**config.mk**
```make
export PLATFORM = sky130hd
export DESIGN_NAME = MemoryRequestQueue_flat
export DESIGN_NICKNAME = d
export VERILOG_FILES = /design/src/source/MemoryTypes.sv /design/src/source/MemoryRequestIf.sv /design/src/source/MemoryRequestQueue.sv /design/src/source/QueuePointer.sv /design/src/flat_wrapper.sv
export SDC_FILE = /design/constraint.sdc
export NUM_CORES = 1
export LEC_CHECK = 0
export BUFFER_PORTS_ARGS = -buffer_cell sky130_fd_sc_hd__buf_2
export CAP_MARGIN = 20
export CORE_AREA = 2 2 193 195
export CTS_CLUSTER_SIZE = 25
export DETAILED_ROUTE_END_ITERATION = 10
export DIE_AREA = 0 0 195 197
export PLACE_DENSITY_LB_ADDON = 0.2
export SYNTH_ARGS = -nofsm -noshare
export SYNTH_HDL_FRONTEND = slang
export SYNTH_SLANG_ARGS = --single-unit
```
**constraint.sdc**
```tcl
create_clock -name clk -period 7.9 [get_ports clk]
set_clock_uncertainty 0.1 [all_clocks]
set_input_delay 0.79 -clock clk [delete_from_list [all_inputs] [get_ports clk]]
set_output_delay 0.79 -clock clk [all_outputs]
set_load 0.02 [all_outputs]
```
**src/source/MemoryTypes.sv**
```systemverilog
// ==============================
// Memory model shared widths, queue depth, latency range
// and request types
// ==============================

`default_nettype none

package MemoryTypes;

    // Storage geometry, word addressed
    localparam int MEM_ADDR_WIDTH = 8;
    localparam int MEM_DATA_WIDTH = 32;
    localparam int MEM_TAG_WIDTH = 4;
    localparam int MEM_WORDS = 1 << MEM_ADDR_WIDTH;

    // Most requests that may be outstanding at once
    localparam int MEM_REQ_QUEUE_SIZE = 8;

    // Extra wait at the queue head is 0 to LATENCY_RANGE-1 cycles
    localparam int LATENCY_RANGE = 8;

    typedef logic [MEM_ADDR_WIDTH-1:0] MemAddrPath;
    typedef logic [MEM_DATA_WIDTH-1:0] MemDataPath;
    typedef logic [MEM_TAG_WIDTH-1:0] MemTagPath;
    typedef logic [$clog2(LATENCY_RANGE)-1:0] LatencyCountPath;
    typedef logic [31:0] MemoryRandPath;

    // Xorshift state after reset, must be nonzero
    localparam MemoryRandPath LATENCY_RAND_SEED = 32'h2F6B_93A5;

    // One request as held in the queue
    typedef struct packed {
        logic isWrite;
        MemAddrPath addr;
        MemDataPath wdata;
        MemTagPath tag;
    } MemoryRequestData;

endpackage : MemoryTypes

`default_nettype wire
```
**src/source/MemoryRequestIf.sv**
```systemverilog
// ==============================
// Issue strobe from request queue to memory array
// ==============================

`timescale 1ns/1ps
`default_nettype none

interface MemoryRequestIf;

    // valid is high for one cycle per request; fields only count then
    logic valid;
    logic isWrite;
    MemoryTypes::MemAddrPath addr;
    MemoryTypes::MemDataPath wdata;
    MemoryTypes::MemTagPath tag;

    modport sender (output valid, isWrite, addr, wdata, tag);

    // No ready signal, the receiver takes every issue
    modport receiver (input valid, isWrite, addr, wdata, tag);

endinterface : MemoryRequestIf

`default_nettype wire

```
**src/source/MemoryRequestQueue.sv**
```systemverilog
// ==============================
// Request FIFO that releases its head after a random
// number of cycles
// ==============================

`timescale 1ns/1ps
`default_nettype none

module MemoryRequestQueue (
    input  logic clk,
    input  logic rst,
    input  logic reqValid,
    input  MemoryTypes::MemoryRequestData reqData,
    MemoryRequestIf.sender issue
);

    logic pop;
    logic full;
    logic empty;
    logic [$clog2(MemoryTypes::MEM_REQ_QUEUE_SIZE)-1:0] headPtr;
    logic [$clog2(MemoryTypes::MEM_REQ_QUEUE_SIZE)-1:0] tailPtr;

    MemoryTypes::MemoryRequestData entries [MemoryTypes::MEM_REQ_QUEUE_SIZE];
    MemoryTypes::MemoryRequestData headReq;

    MemoryTypes::LatencyCountPath countReg;
    MemoryTypes::LatencyCountPath countNext;
    MemoryTypes::LatencyCountPath targetWait;
    MemoryTypes::MemoryRandPath randReg;
    MemoryTypes::MemoryRandPath randNext;

    // 32-bit xorshift, shifts 13, 17, 5
    function automatic MemoryTypes::MemoryRandPath xorshift(
        input MemoryTypes::MemoryRandPath x
    );
        MemoryTypes::MemoryRandPath y;
        y = x ^ (x << 13);
        y = y ^ (y >> 17);
        y = y ^ (y << 5);
        return y;
    endfunction

    QueuePointer #(
        .SIZE(MemoryTypes::MEM_REQ_QUEUE_SIZE)
    ) pointer (
        .clk(clk),
        .rst(rst),
        .push(reqValid),
        .pop(pop),
        .full(full),
        .empty(empty),
        .headPtr(headPtr),
        .tailPtr(tailPtr)
    );

    // Payload storage, no reset needed
    always_ff @(posedge clk) begin
        if (reqValid) begin
            entries[tailPtr] <= reqData;
        end
    end

    // Wait chosen for the current head
    assign targetWait = MemoryTypes::LatencyCountPath'(
        randReg % MemoryTypes::LATENCY_RANGE);

    always_comb begin
        pop = 1'b0;
        countNext = '0;
        randNext = randReg;
        if (!empty) begin
            if (countReg == targetWait) begin
                // Head has waited long enough, issue it now
                pop = 1'b1;
                randNext = xorshift(randReg);
            end else begin
                countNext = countReg + 1'b1;
            end
        end
    end

    always_ff @(posedge clk) begin
        if (rst) begin
            countReg <= '0;
            randReg <= MemoryTypes::LATENCY_RAND_SEED;
        end else begin
            countReg <= countNext;
            randReg <= randNext;
        end
    end

    // Head fields go out combinationally in the pop cycle
    assign headReq = entries[headPtr];
    assign issue.valid = pop;
    assign issue.isWrite = headReq.isWrite;
    assign issue.addr = headReq.addr;
    assign issue.wdata = headReq.wdata;
    assign issue.tag = headReq.tag;

    // Requester must keep outstanding requests within the queue depth
    pushNotFull: assert property (@(posedge clk) disable iff (rst) reqValid |-> !full)
        else $error("MemoryRequestQueue: too many outstanding requests");

endmodule : MemoryRequestQueue

`default_nettype wire

```
**src/source/QueuePointer.sv**
```systemverilog
// ==============================
// Circular buffer head/tail pointers with occupancy,
// full and empty flags
// ==============================

`timescale 1ns/1ps
`default_nettype none

module QueuePointer #(
    parameter int SIZE = 8
) (
    input  logic clk,
    input  logic rst,
    input  logic push,
    input  logic pop,
    output logic full,
    output logic empty,
    output logic [$clog2(SIZE)-1:0] headPtr,
    output logic [$clog2(SIZE)-1:0] tailPtr
);

    // One extra bit so the count can reach SIZE
    logic [$clog2(SIZE):0] count;

    // Advance by one and wrap at SIZE, which need not be a power of two
    function automatic logic [$clog2(SIZE)-1:0] nextPtr(
        input logic [$clog2(SIZE)-1:0] ptr
    );
        if (int'(ptr) == SIZE - 1) begin
            return '0;
        end
        return ptr + 1'b1;
    endfunction

    always_ff @(posedge clk) begin
        if (rst) begin
            headPtr <= '0;
            tailPtr <= '0;
            count <= '0;
        end else begin
            if (push) begin
                tailPtr <= nextPtr(tailPtr);
            end
            if (pop) begin
                headPtr <= nextPtr(headPtr);
            end
            // Simultaneous push and pop leaves the count alone
            if (push && !pop) begin
                count <= count + 1'b1;
            end else if (pop && !push) begin
                count <= count - 1'b1;
            end
        end
    end

    assign full = (int'(count) == SIZE);
    assign empty = (count == '0);

    // The owner must only pop what it has pushed
    popNotEmpty: assert property (@(posedge clk) disable iff (rst) pop |-> !empty)
        else $error("QueuePointer: pop while empty");

endmodule : QueuePointer

`default_nettype wire

```
**src/flat_wrapper.sv**
```systemverilog
// flat-port wrapper written by rule: the top's interface ports become plain ports
module MemoryRequestQueue_flat 
  (clk, rst, reqValid, reqData, issue_valid, issue_isWrite, issue_addr, issue_wdata, issue_tag);
  MemoryRequestIf issue_i ();
  input  logic clk;
  input  logic rst;
  input  logic reqValid;
  input  MemoryTypes::MemoryRequestData reqData;
  output wire logic [$bits(issue_i.valid)-1:0] issue_valid;
  output wire logic [$bits(issue_i.isWrite)-1:0] issue_isWrite;
  output wire logic [$bits(issue_i.addr)-1:0] issue_addr;
  output wire logic [$bits(issue_i.wdata)-1:0] issue_wdata;
  output wire logic [$bits(issue_i.tag)-1:0] issue_tag;
  assign issue_valid = issue_i.valid;
  assign issue_isWrite = issue_i.isWrite;
  assign issue_addr = issue_i.addr;
  assign issue_wdata = issue_i.wdata;
  assign issue_tag = issue_i.tag;
  MemoryRequestQueue u_core (.clk(clk), .rst(rst), .reqValid(reqValid), .reqData(reqData), .issue(issue_i));
endmodule
```
==> impl_metrics.json <==
{
  "drt_iter0_markers": 397,
  "synth_cell_types": 39,
  "cp.arrival_ns": 3.48,
  "status": "completed",
  "ys_seq_area_frac": 0.732,
  "final_cell_area_sq_um": 18500,
  "crit_required_ns": 7.01,
  "cts_max_level": 2,
  "layout_commonest_cell": "edfxtp_1",
  "finalHoldViolations": 0,
  "crit_cells": 4,
  "cp_top_family": "buffers and inverters",
  "routabilityCongestion": 0.660,
  "ff2ff_path_depth": 10,
  "io_pins": 94,
  "finalNonFillerCells": 1417,
  "holdBufCountCts": 0,
  "final_layout_size_suffix_gt1_frac": 0.341,
  "setup_viol_count_final": 0,
  "die-area_sq_um": 38400,
  "placed_area_sq_um": 17100,
  "via_per_inst": 5.24,
  "drtAntennaViolNets": 0,
  "critPathSlowestCell": "dfxtp_4",
  "yosysWarnings": 0,
  "whs_ns": 0.356,
  "slew_violations": 0,
  "wl_microns": 30100,
  "cts.clk_slew.worst_paths_ns": 0.06,
  "grt_antenna_before_repair": 1,
  "first_global_vias": 7805,
  "grt_max_degree": 57,
  "cts_tree": "yes",
  "cts_repair_resize_count": 0,
  "grt_setup_unrepaired": "no",
  "layout_setup_ws_ns": 3.53,
  "grt_first_pass_wirelength_microns": 46300,
  "fmax_mhz": 229,
  "maxCapViolCount": 0,
  "power_mw": 4.59,
  "cts_root_buf": "clkbuf_16",
  "ir_worst_vdd_mv": 0.199,
  "crit_end": "issue_addr[6]",
  "dp_hpwl_microns": 16100,
  "netlist_area_sq_um": 16100,
  "post_cts_buffers": 0,
  "synthCells": 801,
  "post-place-ws_ns": 3.92,
  "worst_pin_slew_ns": 0.986,
  "cp_max_fo": 49,
  "port-buffer-count": 93,
  "synthFlopType": "edfxtp_1",
  "core.rowCount": 70,
  "r2r_end": "u_core.pointer.count[3]",
  "async_reset_ff_frac": 0,
  "synth_edf_count": 360,
  "worstSetupPathType": "reg -> out",
  "tns_ns": 0,
  "clkLatencyLatePin_ns": 0.55,
  "vias": 7420,
  "n_fill_cell": 2942,
  "power_leakage_nw": 6.16,
  "cts_buffer_depth": 3,
  "synth_seq_cells": 408,
  "layout_common_cells": "360 x edfxtp_1, 93 x buf_2, 90 x mux4_2",
  "powerDensity_nw_per_um2": 247,
  "crit_buf_inv": 2,
  "hp-class": "reg -> reg",
  "place_inst": 1337,
  "path_cells": "buf_4 -> mux4_2 -> mux2_2 -> buf_2",
  "numCtsBuffers": 43,
  "maxSlewHeadroom": 0.343,
  "timing.final.crit_share": 0.554,
  "start_util": 0.443,
  "drt_pass1_iterations": 4,
  "cts.sinks": 408,
  "cp-start-kind": "flip-flop",
  "final_util": 0.511,
  "gr-total-overflow": 0,
  "syn_to_final_growth_pct": 15.3,
  "critPathCaptureType": "output pin",
  "wl_per_cell_microns": 21.2,
  "grtUsageTotal": 0.159,
  "fin_crit_ns": 4.37,
  "nNetsFinal": 971,
  "ff2ff_setup_slack_ns": 4.98,
  "syn_area_per_cell_sq_um": 20.1,
  "core_sq_um": 36300,
  "die_y_microns": 197,
  "r2r-start": "u_core.randReg[2]",
  "die_w_microns": 195,
  "synth.net_count": 858,
  "drc": 0,
  "slowest_delay_ns": 0.92
}
## cell families (layout without fill, tap and decap cells)
| logic type | Yosys count | in the layout | synth area share |
|---|---|---|---|
| AO/OA/AOI/OAI | 43 | 43 | 0.0162 |
| adder cells (fa/ha/maj) | 9 | 9 | 0.00747 |
| AND/OR/NAND/NOR | 82 | 82 | 0.0244 |
| other | 0 | 1 | 0 |
| flip-flops | 408 | 408 | 0.732 |
| XOR/XNOR | 77 | 77 | 0.0468 |
| buffers and inverters | 43 | 190 | 0.0131 |
| multiplexers | 139 | 139 | 0.160 |
## final cells by class
cell class / count / area (sq um) / share of cell area
Inverter: 4 / 15.0 / 0.000810
Sequential cell: 408 / 11800 / 0.636
Tap cell: 468 / 586 / 0.0316
Antenna cell: 1 / 2.50 / 0.000135
Clock inverter: 30 / 299 / 0.0161
Timing Repair Buffer: 107 / 571 / 0.0308
Multi-Input combinational cell: 350 / 4150 / 0.224
Clock buffer: 49 / 1130 / 0.0610
## worst min-delay path by stage
stage | start | end | slack [ns] | cells past startpoint
after global placement | u_core.countReg[0] | u_core.countReg[0] | 0.35 | 1
after floorplan | u_core.countReg[0] | u_core.countReg[0] | 0.33 | 1
after global routing | u_core.countReg[0] | u_core.countReg[0] | 0.39 | 1
final | u_core.countReg[0] | u_core.countReg[0] | 0.36 | 1
after CTS | u_core.countReg[0] | u_core.countReg[0] | 0.37 | 1
after detailed placement | u_core.countReg[0] | u_core.countReg[0] | 0.35 | 1
## where the power goes
part	switching [mW]	internal, mW	total (mW)
Clock	0.812	1.20	2.01
Combinational	0.108	0.0675	0.175
Sequential	0.0141	2.39	2.40
Total	0.934	3.65	4.59
## cells in the mapped netlist (2+ instances only)
cell type | instances | area [sq um]
a211oi_1 | 2 | 15.0
a21oi_1 | 21 | 105
a31oi_1 | 2 | 12.5
and3_1 | 14 | 87.6
buf_2 | 9 | 45.0
buf_4 | 2 | 15.0
buf_6 | 4 | 45.0
clkbuf_1 | 22 | 82.6
dfxtp_1 | 48 | 961
edfxtp_1 | 360 | 10800
ha_1 | 8 | 100
inv_1 | 3 | 11.3
mux2_2 | 45 | 507
mux2i_1 | 4 | 40.0
mux4_2 | 90 | 2030
nand2_1 | 16 | 60.1
nand2b_1 | 3 | 18.8
nor2_1 | 34 | 128
nor2b_1 | 2 | 12.5
nor3_1 | 6 | 30.0
o21ai_0 | 2 | 10.0
o21bai_1 | 14 | 105
or3_1 | 2 | 12.5
xnor2_1 | 41 | 359
xor2_1 | 31 | 272
xor3_1 | 3 | 71.3
## layer usage
layer,up-vias,GRT usage,share of wire
met5,-,0,0
met4,0,0.0424,0.016
met3,35,0.0313,0.044
met2,130,0.259,0.48
met1,3827,0.222,0.46
li1,3428,-,-
## flip-flops by register name (all words and copies together), names as in the netlist, named ones only
register,count
u_core.pointer.tailPtr,3
u_core.countReg,3
u_core.pointer.headPtr,3
u_core.randReg,32
u_core.entries,360
u_core.pointer.count,4
Note: power is estimated with default switching activity, not from simulation.
